### config.mk
export PLATFORM = sky130hd
export DESIGN_NAME = board_specific_top
export DESIGN_NICKNAME = d
export VERILOG_FILES = /design/src/rtl/lab_ctrl_pkg.sv /design/src/rtl/lab_types_pkg.sv /design/src/rtl/board_specific_top.sv /design/src/rtl/lab_top.sv /design/src/rtl/seven_seg_scan.sv /design/src/rtl/bcd_counter.sv /design/src/rtl/key_cond.sv /design/src/rtl/slow_clk_gen.sv
export VERILOG_INCLUDE_DIRS = /design/src /design/src/include
export SDC_FILE = /design/constraint.sdc
export NUM_CORES = 1
export LEC_CHECK = 0
export ABC_AREA = 1
export BUFFER_PORTS_ARGS = -buffer_cell sky130_fd_sc_hd__buf_4
export CAP_MARGIN = 20
export CORE_UTILIZATION = 40
export DETAILED_ROUTE_END_ITERATION = 8
export PLACE_DENSITY = 0.67
export SETUP_SLACK_MARGIN = 0.02
export SLEW_MARGIN = 25
export SYNTH_ARGS = -nofsm -noshare
export SYNTH_HDL_FRONTEND = slang
export SYNTH_SLANG_ARGS = --single-unit
### constraint.sdc
create_clock -name clkin_50 -period 2.8 [get_ports clkin_50]
set_input_delay 0.56 -clock clkin_50 [delete_from_list [all_inputs] [get_ports clkin_50]]
set_output_delay 0.56 -clock clkin_50 [all_outputs]
set_load 0.1 [all_outputs]
### src/include/lab_params.svh
`ifndef LAB_PARAMS_SVH
`define LAB_PARAMS_SVH

// Board clock rate in MHz.
`define LAB_CLK_MHZ 50

`define LAB_W_KEY   4
`define LAB_W_SW    8
`define LAB_W_LED   8
`define LAB_W_DIGIT 4

// Cycles a synchronized key level must hold before it is accepted.
`define LAB_DEBOUNCE_CYCLES 16

// Cycles each display digit stays selected.
`define LAB_SCAN_CYCLES 32

`endif
### src/rtl/lab_ctrl_pkg.sv
`default_nettype none

package lab_ctrl_pkg;

    typedef enum logic [1:0] {
        st_idle = 2'd0,  // count cleared and stopped.
        st_run  = 2'd1,  // count advances on every tick.
        st_hold = 2'd2   // count frozen at a nonzero or loaded value.
    } ctrl_state_t;

    typedef enum logic [1:0] {
        cmd_none  = 2'd0,
        cmd_inc   = 2'd1,
        cmd_clear = 2'd2,
        cmd_load  = 2'd3
    } cnt_cmd_t;

endpackage

`default_nettype wire

### src/rtl/lab_types_pkg.sv
`default_nettype none

`include "lab_params.svh"

package lab_types_pkg;

    typedef logic [`LAB_W_KEY-1:0]   key_t;       // one bit per push button.
    typedef logic [`LAB_W_SW-1:0]    sw_t;        // one bit per DIP switch.
    typedef logic [`LAB_W_LED-1:0]   led_t;       // one bit per LED.

    typedef logic [3:0]                bcd_t;     // a single decimal digit.
    typedef logic [4*`LAB_W_DIGIT-1:0] count_t;   // digit 0 sits in the low nibble.

    // Segments a to g and the decimal point, active high, with a in the MSB.
    typedef logic [7:0] segs_t;

    // One-hot digit select, active high, with bit 0 as the rightmost digit.
    typedef logic [`LAB_W_DIGIT-1:0] digit_sel_t;

endpackage

`default_nettype wire

### src/rtl/board_specific_top.sv
`default_nettype none

`include "lab_params.svh"

module board_specific_top #(
    parameter int unsigned clk_mhz     = `LAB_CLK_MHZ,
    parameter int unsigned slow_clk_hz = 1
) (
    input  wire                      clkin_50,
    input  wire                      clkin_125,
    input  wire                      clkin_sma,
    input  wire                      clkout_sma,

    input  wire                      cpu_resetn,

    input  wire  [`LAB_W_KEY-1:0]    user_pb,
    input  wire  [`LAB_W_SW-1:0]     user_dipsw,
    output logic [`LAB_W_LED-1:0]    user_led,

    output logic                     seven_seg_a,
    output logic                     seven_seg_b,
    output logic                     seven_seg_c,
    output logic                     seven_seg_d,
    output logic                     seven_seg_e,
    output logic                     seven_seg_f,
    output logic                     seven_seg_g,
    output logic                     seven_seg_dp,
    output logic                     seven_seg_minus,

    output logic [`LAB_W_DIGIT:1]    seven_seg_sel,

    output logic                     speaker_out
);

    logic                      clk;
    logic                      rst_n;
    logic                      slow_clk;
    lab_types_pkg::led_t       led;
    lab_types_pkg::segs_t      abcdefgh;
    lab_types_pkg::digit_sel_t digit;

    assign clk   = clkin_50;      // the other board clocks stay unconnected.
    assign rst_n = cpu_resetn;

    assign seven_seg_minus = 1'b1;    // segment pins are active low, so this keeps it dark.
    assign speaker_out     = 1'b0;

    assign user_led = ~led;

    assign {seven_seg_a, seven_seg_b, seven_seg_c, seven_seg_d,
            seven_seg_e, seven_seg_f, seven_seg_g, seven_seg_dp} = ~abcdefgh;

    // The leftmost select pin drives the highest digit and the pins are active low.
    assign seven_seg_sel = ~{<<{digit}};

    slow_clk_gen #(
        .fast_clk_mhz (clk_mhz),
        .slow_clk_hz  (slow_clk_hz)
    ) i_slow_clk_gen (
        .clk      (clk),
        .rst_n    (rst_n),
        .slow_clk (slow_clk)
    );

    lab_top i_lab_top (
        .clk      (clk),
        .rst_n    (rst_n),
        .slow_clk (slow_clk),
        .key      (~user_pb),
        .sw       (user_dipsw),
        .led      (led),
        .abcdefgh (abcdefgh),
        .digit    (digit)
    );

endmodule

`default_nettype wire

### src/rtl/lab_top.sv
`default_nettype none

module lab_top (
    input  wire                          clk,
    input  wire                          rst_n,
    input  wire                          slow_clk,
    input  var lab_types_pkg::key_t      key,
    input  var lab_types_pkg::sw_t       sw,
    output lab_types_pkg::led_t          led,
    output lab_types_pkg::segs_t         abcdefgh,
    output lab_types_pkg::digit_sel_t    digit
);

    lab_types_pkg::key_t        press;
    logic                       slow_q;
    logic                       slow_prev;
    logic                       tick;
    lab_ctrl_pkg::ctrl_state_t  state;
    lab_ctrl_pkg::ctrl_state_t  next_state;
    lab_ctrl_pkg::cnt_cmd_t     cmd;
    lab_types_pkg::count_t      load_value;
    lab_types_pkg::count_t      count;

    function automatic lab_types_pkg::bcd_t clamp_bcd(input logic [3:0] nibble);
        return (nibble > 4'd9) ? 4'd9 : nibble;
    endfunction

    key_cond i_key_cond (
        .clk   (clk),
        .rst_n (rst_n),
        .key   (key),
        .press (press)
    );

    always_ff @(posedge clk) begin
        if (!rst_n) begin
            slow_q    <= 1'b0;
            slow_prev <= 1'b0;
            state     <= lab_ctrl_pkg::st_idle;
        end else begin
            slow_q    <= slow_clk;    // slow_clk is a level here and never a clock.
            slow_prev <= slow_q;
            state     <= next_state;
        end
    end

    assign tick = slow_q & ~slow_prev;

    // Clear wins over load, load over start/stop, and start/stop over a tick.
    always_comb begin
        next_state = state;
        cmd        = lab_ctrl_pkg::cmd_none;
        if (press[1]) begin
            cmd        = lab_ctrl_pkg::cmd_clear;
            next_state = lab_ctrl_pkg::st_idle;
        end else if (press[2]) begin
            cmd        = lab_ctrl_pkg::cmd_load;
            next_state = lab_ctrl_pkg::st_hold;
        end else if (press[0]) begin
            next_state = (state == lab_ctrl_pkg::st_run) ? lab_ctrl_pkg::st_hold
                                                         : lab_ctrl_pkg::st_run;
        end else if (tick && state == lab_ctrl_pkg::st_run) begin
            cmd = lab_ctrl_pkg::cmd_inc;
        end
    end

    always_comb begin
        load_value      = '0;
        load_value[3:0] = clamp_bcd(sw[3:0]);   // switch nibbles above 9 saturate at 9.
        load_value[7:4] = clamp_bcd(sw[7:4]);
    end

    bcd_counter i_bcd_counter (
        .clk        (clk),
        .rst_n      (rst_n),
        .cmd        (cmd),
        .load_value (load_value),
        .count      (count)
    );

    assign led = count[7:0];

    seven_seg_scan i_seven_seg_scan (
        .clk      (clk),
        .rst_n    (rst_n),
        .count    (count),
        .abcdefgh (abcdefgh),
        .digit    (digit)
    );

endmodule

`default_nettype wire

### src/rtl/seven_seg_scan.sv
`default_nettype none

`include "lab_params.svh"

module seven_seg_scan (
    input  wire                          clk,
    input  wire                          rst_n,
    input  var lab_types_pkg::count_t    count,
    output lab_types_pkg::segs_t         abcdefgh,
    output lab_types_pkg::digit_sel_t    digit
);

    localparam int unsigned n_digits    = `LAB_W_DIGIT;
    localparam int unsigned scan_cycles = `LAB_SCAN_CYCLES;
    localparam int unsigned scan_w      = (scan_cycles > 1) ? $clog2(scan_cycles) : 1;

    logic [scan_w-1:0]         scan_cnt;
    logic                      advance;
    lab_types_pkg::digit_sel_t next_sel;
    lab_types_pkg::bcd_t       next_bcd;

    assign advance  = (scan_cnt == scan_w'(scan_cycles - 1));
    assign next_sel = advance ? {digit[n_digits-2:0], digit[n_digits-1]} : digit;

    always_comb begin
        next_bcd = '0;
        for (int d = 0; d < n_digits; d++) begin
            if (next_sel[d]) begin
                next_bcd = count[d*4 +: 4];
            end
        end
    end

    function automatic lab_types_pkg::segs_t decode_bcd(input lab_types_pkg::bcd_t value);
        case (value)
            4'd0:    return 8'hfc;
            4'd1:    return 8'h60;
            4'd2:    return 8'hda;
            4'd3:    return 8'hf2;
            4'd4:    return 8'h66;
            4'd5:    return 8'hb6;
            4'd6:    return 8'hbe;
            4'd7:    return 8'he0;
            4'd8:    return 8'hfe;
            4'd9:    return 8'hf6;
            default: return 8'h02;   // a lone middle bar marks a bad digit.
        endcase
    endfunction

    always_ff @(posedge clk) begin
        if (!rst_n) begin
            scan_cnt <= '0;
            digit    <= lab_types_pkg::digit_sel_t'(1);
        end else begin
            scan_cnt <= advance ? '0 : scan_cnt + 1'b1;
            digit    <= next_sel;
        end
    end

    // Segments follow the select of the same edge, so no digit shows a neighbour's value.
    always_ff @(posedge clk) begin
        abcdefgh <= decode_bcd(next_bcd);
    end

    a_digit_onehot : assert property (@(posedge clk) disable iff (!rst_n)
        $onehot(digit))
        else $error("digit select is not one-hot");

endmodule

`default_nettype wire

### src/rtl/bcd_counter.sv
`default_nettype none

`include "lab_params.svh"

module bcd_counter (
    input  wire                          clk,
    input  wire                          rst_n,
    input  var lab_ctrl_pkg::cnt_cmd_t   cmd,
    input  var lab_types_pkg::count_t    load_value,
    output lab_types_pkg::count_t        count
);

    localparam int unsigned n_digits = `LAB_W_DIGIT;

    lab_types_pkg::count_t inc_value;
    lab_types_pkg::bcd_t   digit_cur;
    logic                  carry;

    // Decimal ripple; a digit that passes 9 returns to 0 and carries on.
    always_comb begin
        carry     = 1'b1;
        digit_cur = '0;
        inc_value = count;
        for (int d = 0; d < n_digits; d++) begin
            digit_cur = count[d*4 +: 4];
            if (carry) begin
                if (digit_cur == 4'd9) begin
                    inc_value[d*4 +: 4] = 4'd0;
                end else begin
                    inc_value[d*4 +: 4] = digit_cur + 4'd1;
                    carry               = 1'b0;
                end
            end
        end
    end

    always_ff @(posedge clk) begin
        if (!rst_n) begin
            count <= '0;
        end else begin
            case (cmd)
                lab_ctrl_pkg::cmd_inc:   count <= inc_value;
                lab_ctrl_pkg::cmd_clear: count <= '0;
                lab_ctrl_pkg::cmd_load:  count <= load_value;
                default:                 count <= count;
            endcase
        end
    end

    function automatic logic digits_valid(input lab_types_pkg::count_t value);
        logic ok;
        ok = 1'b1;
        for (int d = 0; d < n_digits; d++) begin
            if (value[d*4 +: 4] > 4'd9) begin
                ok = 1'b0;
            end
        end
        return ok;
    endfunction

    a_digits_bcd : assert property (@(posedge clk) disable iff (!rst_n)
        digits_valid(count))
        else $error("count holds a digit above 9");

endmodule

`default_nettype wire

### src/rtl/key_cond.sv
`default_nettype none

`include "lab_params.svh"

module key_cond (
    input  wire                     clk,
    input  wire                     rst_n,
    input  var lab_types_pkg::key_t key,
    output lab_types_pkg::key_t     press
);

    localparam int unsigned n_keys     = `LAB_W_KEY;
    localparam int unsigned deb_cycles = `LAB_DEBOUNCE_CYCLES;
    localparam int unsigned cnt_w      = (deb_cycles > 1) ? $clog2(deb_cycles) : 1;

    lab_types_pkg::key_t sync_q1;
    lab_types_pkg::key_t sync_q2;
    lab_types_pkg::key_t level;                      // last accepted level of each key.
    logic [cnt_w-1:0]    stable_cnt [n_keys];

    always_ff @(posedge clk) begin
        if (!rst_n) begin
            sync_q1 <= '0;
            sync_q2 <= '0;
            level   <= '0;
            press   <= '0;
            for (int i = 0; i < n_keys; i++) begin
                stable_cnt[i] <= '0;
            end
        end else begin
            sync_q1 <= key;
            sync_q2 <= sync_q1;
            for (int i = 0; i < n_keys; i++) begin
                press[i] <= 1'b0;
                if (sync_q2[i] == level[i]) begin
                    stable_cnt[i] <= '0;                // a bounce restarts the wait.
                end else if (stable_cnt[i] == cnt_w'(deb_cycles - 1)) begin
                    stable_cnt[i] <= '0;
                    level[i]      <= sync_q2[i];
                    press[i]      <= sync_q2[i];        // only the rising level counts.
                end else begin
                    stable_cnt[i] <= stable_cnt[i] + 1'b1;
                end
            end
        end
    end

    a_press_pulse : assert property (@(posedge clk) disable iff (!rst_n)
        (press & $past(press)) == '0)
        else $error("press stayed high for more than one cycle");

endmodule

`default_nettype wire

### src/rtl/slow_clk_gen.sv
`default_nettype none

`include "lab_params.svh"

module slow_clk_gen #(
    parameter int unsigned fast_clk_mhz = `LAB_CLK_MHZ,
    parameter int unsigned slow_clk_hz  = 1
) (
    input  wire  clk,
    input  wire  rst_n,
    output logic slow_clk
);

    localparam int unsigned half_period = fast_clk_mhz * 1000000 / (2 * slow_clk_hz);
    localparam int unsigned cnt_w       = (half_period > 1) ? $clog2(half_period) : 1;
    localparam logic [cnt_w-1:0] reload = cnt_w'(half_period - 1);

    logic [cnt_w-1:0] cnt;

    always_ff @(posedge clk) begin
        if (!rst_n) begin
            cnt      <= reload;
            slow_clk <= 1'b0;
        end else if (cnt == '0) begin
            cnt      <= reload;     // a new half period starts here.
            slow_clk <= ~slow_clk;
        end else begin
            cnt <= cnt - 1'b1;
        end
    end

    a_level_holds : assert property (@(posedge clk) disable iff (!rst_n)
        (cnt != '0) |=> $stable(slow_clk))
        else $error("slow_clk changed in the middle of a half period");

endmodule

`default_nettype wire

Word level (Yosys, flattened, before mapping)
Memories as Yosys holds them, arrays and structs flattened. A register that Yosys moved wholly into a read port is not among the register bits.
Index checks and enable logic that the tools add are counted.
Cells by class
  add/sub/neg operators: 10
  magnitude comparators: 2
  eq/ne operators: 20
  muxes and demuxes: 84
  bitwise logic cells: 27
  reduce and logical (&&, ||, !) cells: 18
Operators with widths (number)
  4-bit 2-to-1 mux: 26
  1-bit 2-to-1 mux: 51
  16-bit case mux with 3 select lines: 1
  4-bit by 1-bit adder with 4-bit output, second input constant: 8
  4-bit equality test, second input constant: 8
  25-bit zero test: 1
  25-bit by 1-bit subtractor with 25-bit output, second input constant: 1
  8-bit NOT: 2
  2-bit AND reduction: 7
  2-bit 2-to-1 mux: 6
  1-bit OR: 12
  3-bit OR reduction: 4
  1-bit NOT: 10
  4-bit greater-than comparator, second input constant: 2
  4-bit NOT: 2
  2-bit inequality test, second input constant: 3
  2-bit OR reduction: 3
  5-bit by 1-bit adder with 5-bit output, second input constant: 1
  5-bit equality test, second input constant: 1
  1-bit equality test: 4
  2-bit by 1-bit equality test with 1-bit output, second input constant: 2
  2-bit equality test, second input constant: 2
  3-bit nonzero test: 1
  2-bit nonzero test: 1
  2 further kinds: 2
Storage, ports and cells
  register bits after elaboration: 78
  memory bits (writable): 16
  bits in read-only memories: 112
  word-level logic and storage cells: 185
  memories: 2
Memory list
  (name not given): depth 16, width 7, read ports 1, clocked after Yosys merged registers in 1, wr ports 0, line seven_seg_scan.sv:35  | case (value)
  i_lab_top.i_key_cond.stable_cnt: depth 4, width 4, read ports 4, clocked after Yosys merged registers in 0, wr ports 4, line key_cond.sv:19  | logic [cnt_w-1:0] stable_cnt [n_keys];

Logic depth before layout (Yosys ltp)
Gate-level depths: netlist (run 1).
  word-level depth: 10
  mapped depth: 19
  depth with buffers taken out: 19

Modules after synthesis
Synthesis (run 1) repeated with hierarchy kept, for this count alone.
Second synthesis, totals
  cell total of the unflattened synthesis: 746
  area, all modules: 5196.2 um^2
By module, submodules not included
  slow_clk_gen: instances 1, cells an instance 211, area each 1448.9 um^2, sequential area each 520.5 um^2
  key_cond: instances 1, cells an instance 144, area each 1352.5 um^2, sequential area each 800.8 um^2
  bcd_counter: instances 1, cells an instance 191, area each 1122.3 um^2, sequential area each 320.3 um^2
  seven_seg_scan: instances 1, cells an instance 130, area each 915.9 um^2, sequential area each 320.3 um^2
  lab_top: instances 1, cells an instance 42, area each 244.0 um^2, sequential area each 80.1 um^2
  board_specific_top: instances 1, cells an instance 28, area each 112.6 um^2, sequential area each 0.0 um^2

Least setup slack after synthesis (run 1)
Ideal clock, no wire load.
  kind: reg-to-reg
  from: register i_lab_top.i_seven_seg_scan.scan_cnt[0]
  to: register i_lab_top.i_seven_seg_scan.abcdefgh[6]
  library setup time: 116 ps
  data arrival time: 1982 ps
  setup slack: 702 ps
  stages on the path, launching flop included: 17
  buffers on the path: 0
  clock period less this slack: 2098 ps
  cells stage by stage: dfxtp_1 -> ha_1 -> nand2_1 -> nor2_1 -> ha_1 -> inv_2 -> nand2_2 -> nand2_2 -> inv_2 -> nand3_1 -> nand2_1 -> nand2_1 -> o21ai_2 -> inv_2 -> ha_1 -> o21ai_0 -> nand2_1
On the way
  cells in the longest elaborated chain, start to end: 6
Ends and longest elaborated chain
  from (decl): line seven_seg_scan.sv:17  | logic [scan_w-1:0] scan_cnt;
  from (signal assigned): line seven_seg_scan.sv:55  | scan_cnt <= advance ? '0 : scan_cnt + 1'b1;
  5-bit equality test (*): line seven_seg_scan.sv:22  | assign advance = (scan_cnt == scan_w'(scan_cycles - 1));
  4-bit 2-to-1 mux (*): line seven_seg_scan.sv:23  | assign next_sel = advance ? {digit[n_digits-2:0], digit[n_digits-1]} : digit;
  4-bit 2-to-1 mux (3 in a row): line seven_seg_scan.sv:28  | if (next_sel[d]) begin
  4-bit 2-to-1 mux (*): line seven_seg_scan.sv:28
  to (decl): line seven_seg_scan.sv:9  | output lab_types_pkg::segs_t abcdefgh,
Every way passes the cells marked *; elsewhere a longest branch is shown, timed or not.
A chain may end at the register's enable or synchronous reset.

Worst setup path after layout (run 1)
  from: register i_lab_top.i_seven_seg_scan.scan_cnt[0]
  to: register i_lab_top.i_seven_seg_scan.abcdefgh[2]
The elaborated chain is that of the path after synthesis.

==> impl_metrics.yaml, run 1 <==
critical_path:
  path_buf_inv: 3
  crit_family: "simple AND/OR/NAND/NOR gates"
  crit_path_end_kind: "flip-flop"
  startpoint: "i_lab_top.i_seven_seg_scan.scan_cnt[0]$_SDFF_PP0_"
  critPathKind: "flip-flop to flip-flop"
  cp_slowest_cell: "dfxtp_1"
  cp_cell_sequence: "ha_1 -> nand2_1 -> nor2_1 -> ha_1 -> inv_2 -> nand2_2 -> nand2_2 -> inv_2 -> nand3_1 -> nand2_1 -> nand2_1 -> nand2_1 -> inv_1 -> ha_1 -> nand3_1 -> nand2_1 -> nand2_1 -> nand2_1"
  critPathLaunchType: "flip-flop"
  crit_fanout: 6
  cp_common_cell: "nand2_1"
  critPathMaxStageDelay_ns: 0.36
  rr_startpoint: "i_lab_top.i_seven_seg_scan.scan_cnt[0]$_SDFF_PP0_"
  cp.arrival_ns: 2.66
  critical_path_depth: 18
  crit_end: "i_lab_top.i_seven_seg_scan.abcdefgh[2]$_DFF_P_"
  r2r_slack_ns: 0.40
  rr_worst_depth: 18
  crit_required_ns: 3.06
  worstReg2RegEnd: "i_lab_top.i_seven_seg_scan.abcdefgh[2]$_DFF_P_"
grt:
  first_global_vias: 3550
  overflow: 0
  grt_util_all_layers: 0.162
  grt_pass1_wl_mm: 14.8
  grt_antenna_before_repair: 0
  grt_max_degree: 22
final_layout:
  postLayoutCoreUtil: 0.472
  diodes: 0
  drive_gt1_frac: 0.137
  fin_nets: 664
  post-route-cell-area_sq_um: 4940
  fin_cells: 771
  area_delta_synth_final_pct: 13.3
power_and_ir_drop:
  p_per_area_nw_per_um2: 443
  peakVddDrop_mv: 0.170
  finalPower_mw: 2.19
  p_leak_nw: 2.13
synthesis:
  ys_ff_latch: 86
  synthFlopType: "dfxtp_1"
  syn_area_sq_um: 4360
  synthCells: 583
  yosysTopAreaCell: "dfxtp_1"
  ys_warn_count: 0
  synth.top_cell.area_share: 0.340
  synth_cell_types: 41
  ys_seq_area_frac: 0.422
  post-synth-top-count-cell: "nand2_1"
  synth-edff-count: 12
  synthTopCellsByArea: "dfxtp_1 (34%), nand2_1 (10%), edfxtp_1 (8.3%)"
  synthTopCellsByCount: "nand2_1 (121), nor2_1 (83), dfxtp_1 (74), inv_1 (72), nand3_1 (47)"
  async_flop_share: 0
  syn_avg_cell_area_sq_um: 7.48
placement:
  dpl_cell_area_sq_um: 4760
  gp_congestion: 0.853
  post-place-ws_ns: 0.390
  dp_hpwl_mm: 6.40
  io_buffers: 31
  dp_cells: 755
detailed_routing:
  drtIter0Drc: 197
  vias: 3666
  drt-total-wl_mm: 8.54
  route.detailed.drc: 0
  viasPerCell: 4.75
  dr.pass1.iters: 4
  ant_nets: 0
  wl_per_cell_um: 11.1
cts:
  clk_pin_slew_ns: 0.09
  postCtsHoldBufs: 0
  postCtsSetupRepairBufs: 0
  clk_path_buf_depth: 2
  cts_tree: "built"
  insertion_delay_ns: 0.36
  clkSinkCount: 86
  cts-buffers-inserted: 9
  h-tree-depth: 3
  cts_root_buf: "clkbuf_8"
  post_cts_resized: 0
floorplan:
  dieWidth_um: 106
  rows: 37
  die_h_um: 106
  die_area_sq_um: 11300
  coreArea_sq_um: 10500
  io_pins: 39
  start_util: 0.417
min_path:
  hp-class: "input pin to flip-flop"
  hold_depth: 2
timing:
  rsz0062_at_grt: "no"
  finalHoldViolCount: 0
  fin_skew_ns: 0.0109
  drv_slew: 0
  fin_ws_ns: 0.403
  layout_min_cycle_time_ns: 2.40
  finalSetupViolations: 0
  fmax_ghz: 0.417
  finalCritPeriodShare: 0.856
  whs_ns: 0.344
  tns_ns: 0
job:
  maxCapViolCount: 0
outcome:
  status: "finished clean"
==> routing by layer <==
layer  track usage  vias to the layer above  part of all wire
met4        0.0695                        0             0.019
met3        0.0325                       14             0.044
met2         0.285                       63              0.47
met5             0                        -                 0
li1              -                     1929                 -
met1         0.190                     1660              0.47
==> layout make-up <==
cell class / instances / area (sq um)
Clock inverter: 6 / 43.8
Multi-Input combinational cell: 421 / 2210
Sequential cell: 86 / 1840
Clock buffer: 10 / 138
Timing Repair Buffer: 32 / 240
Inverter: 80 / 300
Fill cell: 1070 / 5520
Tap cell: 136 / 170
==> registers in the layout, summed over array words and instances (netlist names), 2 cells and up <==
signal / cells
i_slow_clk_gen.cnt: 25
i_lab_top.i_key_cond.sync_q1: 3
i_lab_top.i_key_cond.stable_cnt: 12
i_lab_top.i_seven_seg_scan.scan_cnt: 5
i_lab_top.i_key_cond.press: 3
i_lab_top.i_key_cond.sync_q2: 3
i_lab_top.i_bcd_counter.count: 16
i_lab_top.state: 2
i_lab_top.i_key_cond.level: 3
i_lab_top.i_seven_seg_scan.digit: 4
i_lab_top.i_seven_seg_scan.abcdefgh: 7
==> cells in the final DEF (no fill, tap or decap), types with 3 or more instances in the layout <==
cell      netlist  final
nand2_1       121    121
nor2_1         83     83
dfxtp_1        74     74
inv_1          72     72
nand3_1        47     47
buf_4           5     32
a21oi_1        23     23
o21ai_0        23     23
ha_1           17     17
xor2_1         15     15
conb_1          2     15
edfxtp_1       12     12
clkbuf_8        0     10
nand2_2         9      9
xnor2_1         9      9
nor3_1          9      9
inv_2           7      7
nand4_1         7      7
nand3_2         4      4
nor2_2          4      4
or2_2           4      4
o21ai_2         3      3
a21oi_2         3      3
nand3b_1        3      3
o211ai_1        3      3
==> power by group <==
part	internal, mW	switching, mW
Sequential	1.27	0.0137
Combinational	0.0294	0.0625
Clock	0.351	0.465
==> logic make-up after synthesis <==
logic type / count (synthesis) / synth area share
simple gates: 303 / 0.311
flops: 86 / 0.422
other cells: 2 / 0.00172
xor+xnor: 24 / 0.0482
buf+inv: 89 / 0.0826
fa+ha+maj: 17 / 0.0488
compound gates: 62 / 0.0857
==> how the worst min path moves through the flow <==
stage,startpoint,end,slack [ns]
after floorplan,i_slow_clk_gen.cnt[0]$_SDFF_PP1_,i_slow_clk_gen.cnt[0]$_SDFF_PP1_,0.38
after global placement,i_slow_clk_gen.cnt[0]$_SDFF_PP1_,i_slow_clk_gen.cnt[0]$_SDFF_PP1_,0.39
after detailed placement,i_slow_clk_gen.cnt[0]$_SDFF_PP1_,i_slow_clk_gen.cnt[0]$_SDFF_PP1_,0.40
after CTS,user_pb[2],i_lab_top.i_key_cond.sync_q1[2]$_SDFF_PN0_,0.33
after global routing,user_pb[2],i_lab_top.i_key_cond.sync_q1[2]$_SDFF_PN0_,0.32
final,user_pb[2],i_lab_top.i_key_cond.sync_q1[2]$_SDFF_PN0_,0.34
Note: power is estimated with default switching activity, not from simulation.
==> run 2: changes to the inputs <==
- CELL_PAD_IN_SITES_DETAIL_PLACEMENT: default -> 1
- CELL_PAD_IN_SITES_GLOBAL_PLACEMENT: default -> 1
- PLACE_DENSITY: 0.67 -> 0.84
==> run 2 against run 1 <==
Net effect: worst setup slack got worse by 0.018 ns; maximum frequency fell by 0.75%; register-to-register slack got worse by 0.02 ns; highest routed layer unchanged; wire length rose by 20%; largest power group unchanged; core utilization rose by 0.13 points.
==> impl_metrics.yaml, run 2 (synthesized netlist as in run 1, its figures left out) <==
placement:
  dp_hpwl_mm: 7.93
  gp_congestion: 0.806
  dpl_cell_area_sq_um: 4770
  io_buffers: 31
critical_path:
  crit_required_ns: 3.06
  crit_path_end_kind: "flip-flop"
  cp.arrival_ns: 2.68
  cp_common_cell: "nand2_1"
  rr_worst_depth: 16
  cp_cell_sequence: "ha_1 -> nand2_1 -> nor2_1 -> ha_1 -> inv_2 -> nand2_2 -> nand2_2 -> inv_2 -> nand3_1 -> nand2_1 -> nand2_1 -> o21ai_2 -> inv_2 -> ha_1 -> o21ai_0 -> nand2_1"
  critPathMaxStageDelay_ns: 0.37
  critPathLaunchType: "flip-flop"
  crit_fanout: 6
  critPathKind: "flip-flop to flip-flop"
  cp_slowest_cell: "dfxtp_1"
grt:
  grt_antenna_before_repair: 0
  overflow: 0
  first_global_vias: 4136
  grt_pass1_wl_mm: 18.0
  grt_max_degree: 22
  grt_util_all_layers: 0.199
final_layout:
  top_regs: "i_slow_clk_gen.cnt x25, i_lab_top.i_bcd_counter.count x16, i_lab_top.i_key_cond.stable_cnt x12"
  layout_commonest_cell: "nand2_1"
  diodes: 0
  fin_nets: 665
  post-route-cell-area_sq_um: 4960
  area_delta_synth_final_pct: 13.6
  largest_reg_flops: 25
  final_cell_mix: "nand2_1 (121), nor2_1 (83), dfxtp_1 (74), inv_1 (72), nand3_1 (47)"
  regMostFlops: "i_slow_clk_gen.cnt"
  drive_gt1_frac: 0.135
timing:
  finalCritPeriodShare: 0.863
  drv_slew: 0
  fmax_ghz: 0.414
  rsz0062_at_grt: "no"
  fin_skew_ns: 0.0114
  layout_min_cycle_time_ns: 2.42
  tns_ns: 0
  finalHoldViolCount: 0
  finalSetupViolations: 0
cts:
  postCtsHoldBufs: 0
  clk_path_buf_depth: 2
  cts-buffers-inserted: 9
  insertion_delay_ns: 0.36
  cts_root_buf: "clkbuf_8"
  postCtsSetupRepairBufs: 0
  clkSinkCount: 86
  cts_tree: "built"
  h-tree-depth: 3
  post_cts_resized: 0
  clk_pin_slew_ns: 0.09
power_and_ir_drop:
  combPwrFrac: 0.043
  sw_frac_of_total: 0.238
  clkPwrFrac: 0.385
  power.internal_mw: 1.71
  power.switching_mw: 0.533
  peakVddDrop_mv: 0.230
  p_leak_nw: 2.14
  p_per_area_nw_per_um2: 452
  p_seq_frac: 0.572
min_path:
  hold_depth: 2
  hp-class: "input pin to flip-flop"
floorplan:
  io_pins: 39
  die_h_um: 106
  die_area_sq_um: 11300
  rows: 37
  start_util: 0.417
  coreArea_sq_um: 10500
  dieWidth_um: 106
detailed_routing:
  viasPerCell: 4.93
  drt-total-wl_mm: 10.2
  ant_nets: 0
  vias: 3806
  wl_per_cell_um: 13.3
  route.detailed.drc: 0
  dr.pass1.iters: 7
  drtIter0Drc: 142
job:
  maxCapViolCount: 0
outcome:
  status: "finished clean"
==> run 2: cell type report <==
| cell class | instances | area, sq um |
|---|---|---|
| repair buffers | 33 | 248 |
| multi-input cells | 421 | 2210 |
| inverters | 80 | 300 |
| fillers | 1358 | 5510 |
| well taps | 136 | 170 |
| clock buffers | 10 | 128 |
| flip-flops and latches | 86 | 1840 |
| clock inverters | 6 | 60.1 |
==> run 2: through the flow <==
stage          utilization  power [mW]  worst slack (ns)  std cells  hold WS (ns)
3_5_place_dp         0.456        1.41             0.353        756         0.407
6_report             0.474        2.24             0.385        772         0.348
2_1_floorplan            -        1.38             0.702        596         0.378
4_1_cts              0.474        2.26             0.338        772         0.335
5_1_grt              0.474        2.33            0.0834        772         0.334
3_3_place_gp         0.456        1.40             0.476        756         0.394
==> run 2: worst paths after layout <==
path,startpoint,endpoint,slack (ns)
max,i_lab_top.i_seven_seg_scan.scan_cnt[0]$_SDFF_PP0_,i_lab_top.i_seven_seg_scan.abcdefgh[6]$_DFF_P_,0.38
min,user_pb[0],i_lab_top.i_key_cond.sync_q1[0]$_SDFF_PN0_,0.35
max reg2reg,i_lab_top.i_seven_seg_scan.scan_cnt[0]$_SDFF_PP0_,i_lab_top.i_seven_seg_scan.abcdefgh[6]$_DFF_P_,0.38
min reg2reg,i_slow_clk_gen.cnt[0]$_SDFF_PP1_,i_slow_clk_gen.cnt[0]$_SDFF_PP1_,0.42
==> run 2: layer usage <==
metal  up-vias  global-route usage  share of wire  wire length (um)
met3        11              0.0374          0.040               410
li1       1934                   -              -                 -
met2        50               0.366           0.50              5140
met1      1811               0.224           0.44              4540
met5         -                   0              0                 0
met4         0              0.0763          0.014               140
==> run 2: power groups by stage <==
stage	clock [mW]	combinational [mW]	sequential, mW
6_report	0.864	0.0959	1.28
5_1_grt	0.939	0.107	1.29
4_1_cts	0.882	0.0970	1.28
3_5_place_dp	0	0.0965	1.31
3_3_place_gp	0	0.0913	1.31
2_1_floorplan	0	0.0703	1.31
==> run 2: critical path: cells and delay by family (launching register included) <==
kind,cells,cell delay [ns]
adders and majority gates,3,0.75
and+or+nand+nor,8,0.66
DFF,1,0.37
buffers and inverters,3,0.28
AOI/OAI and AO/OA,2,0.27
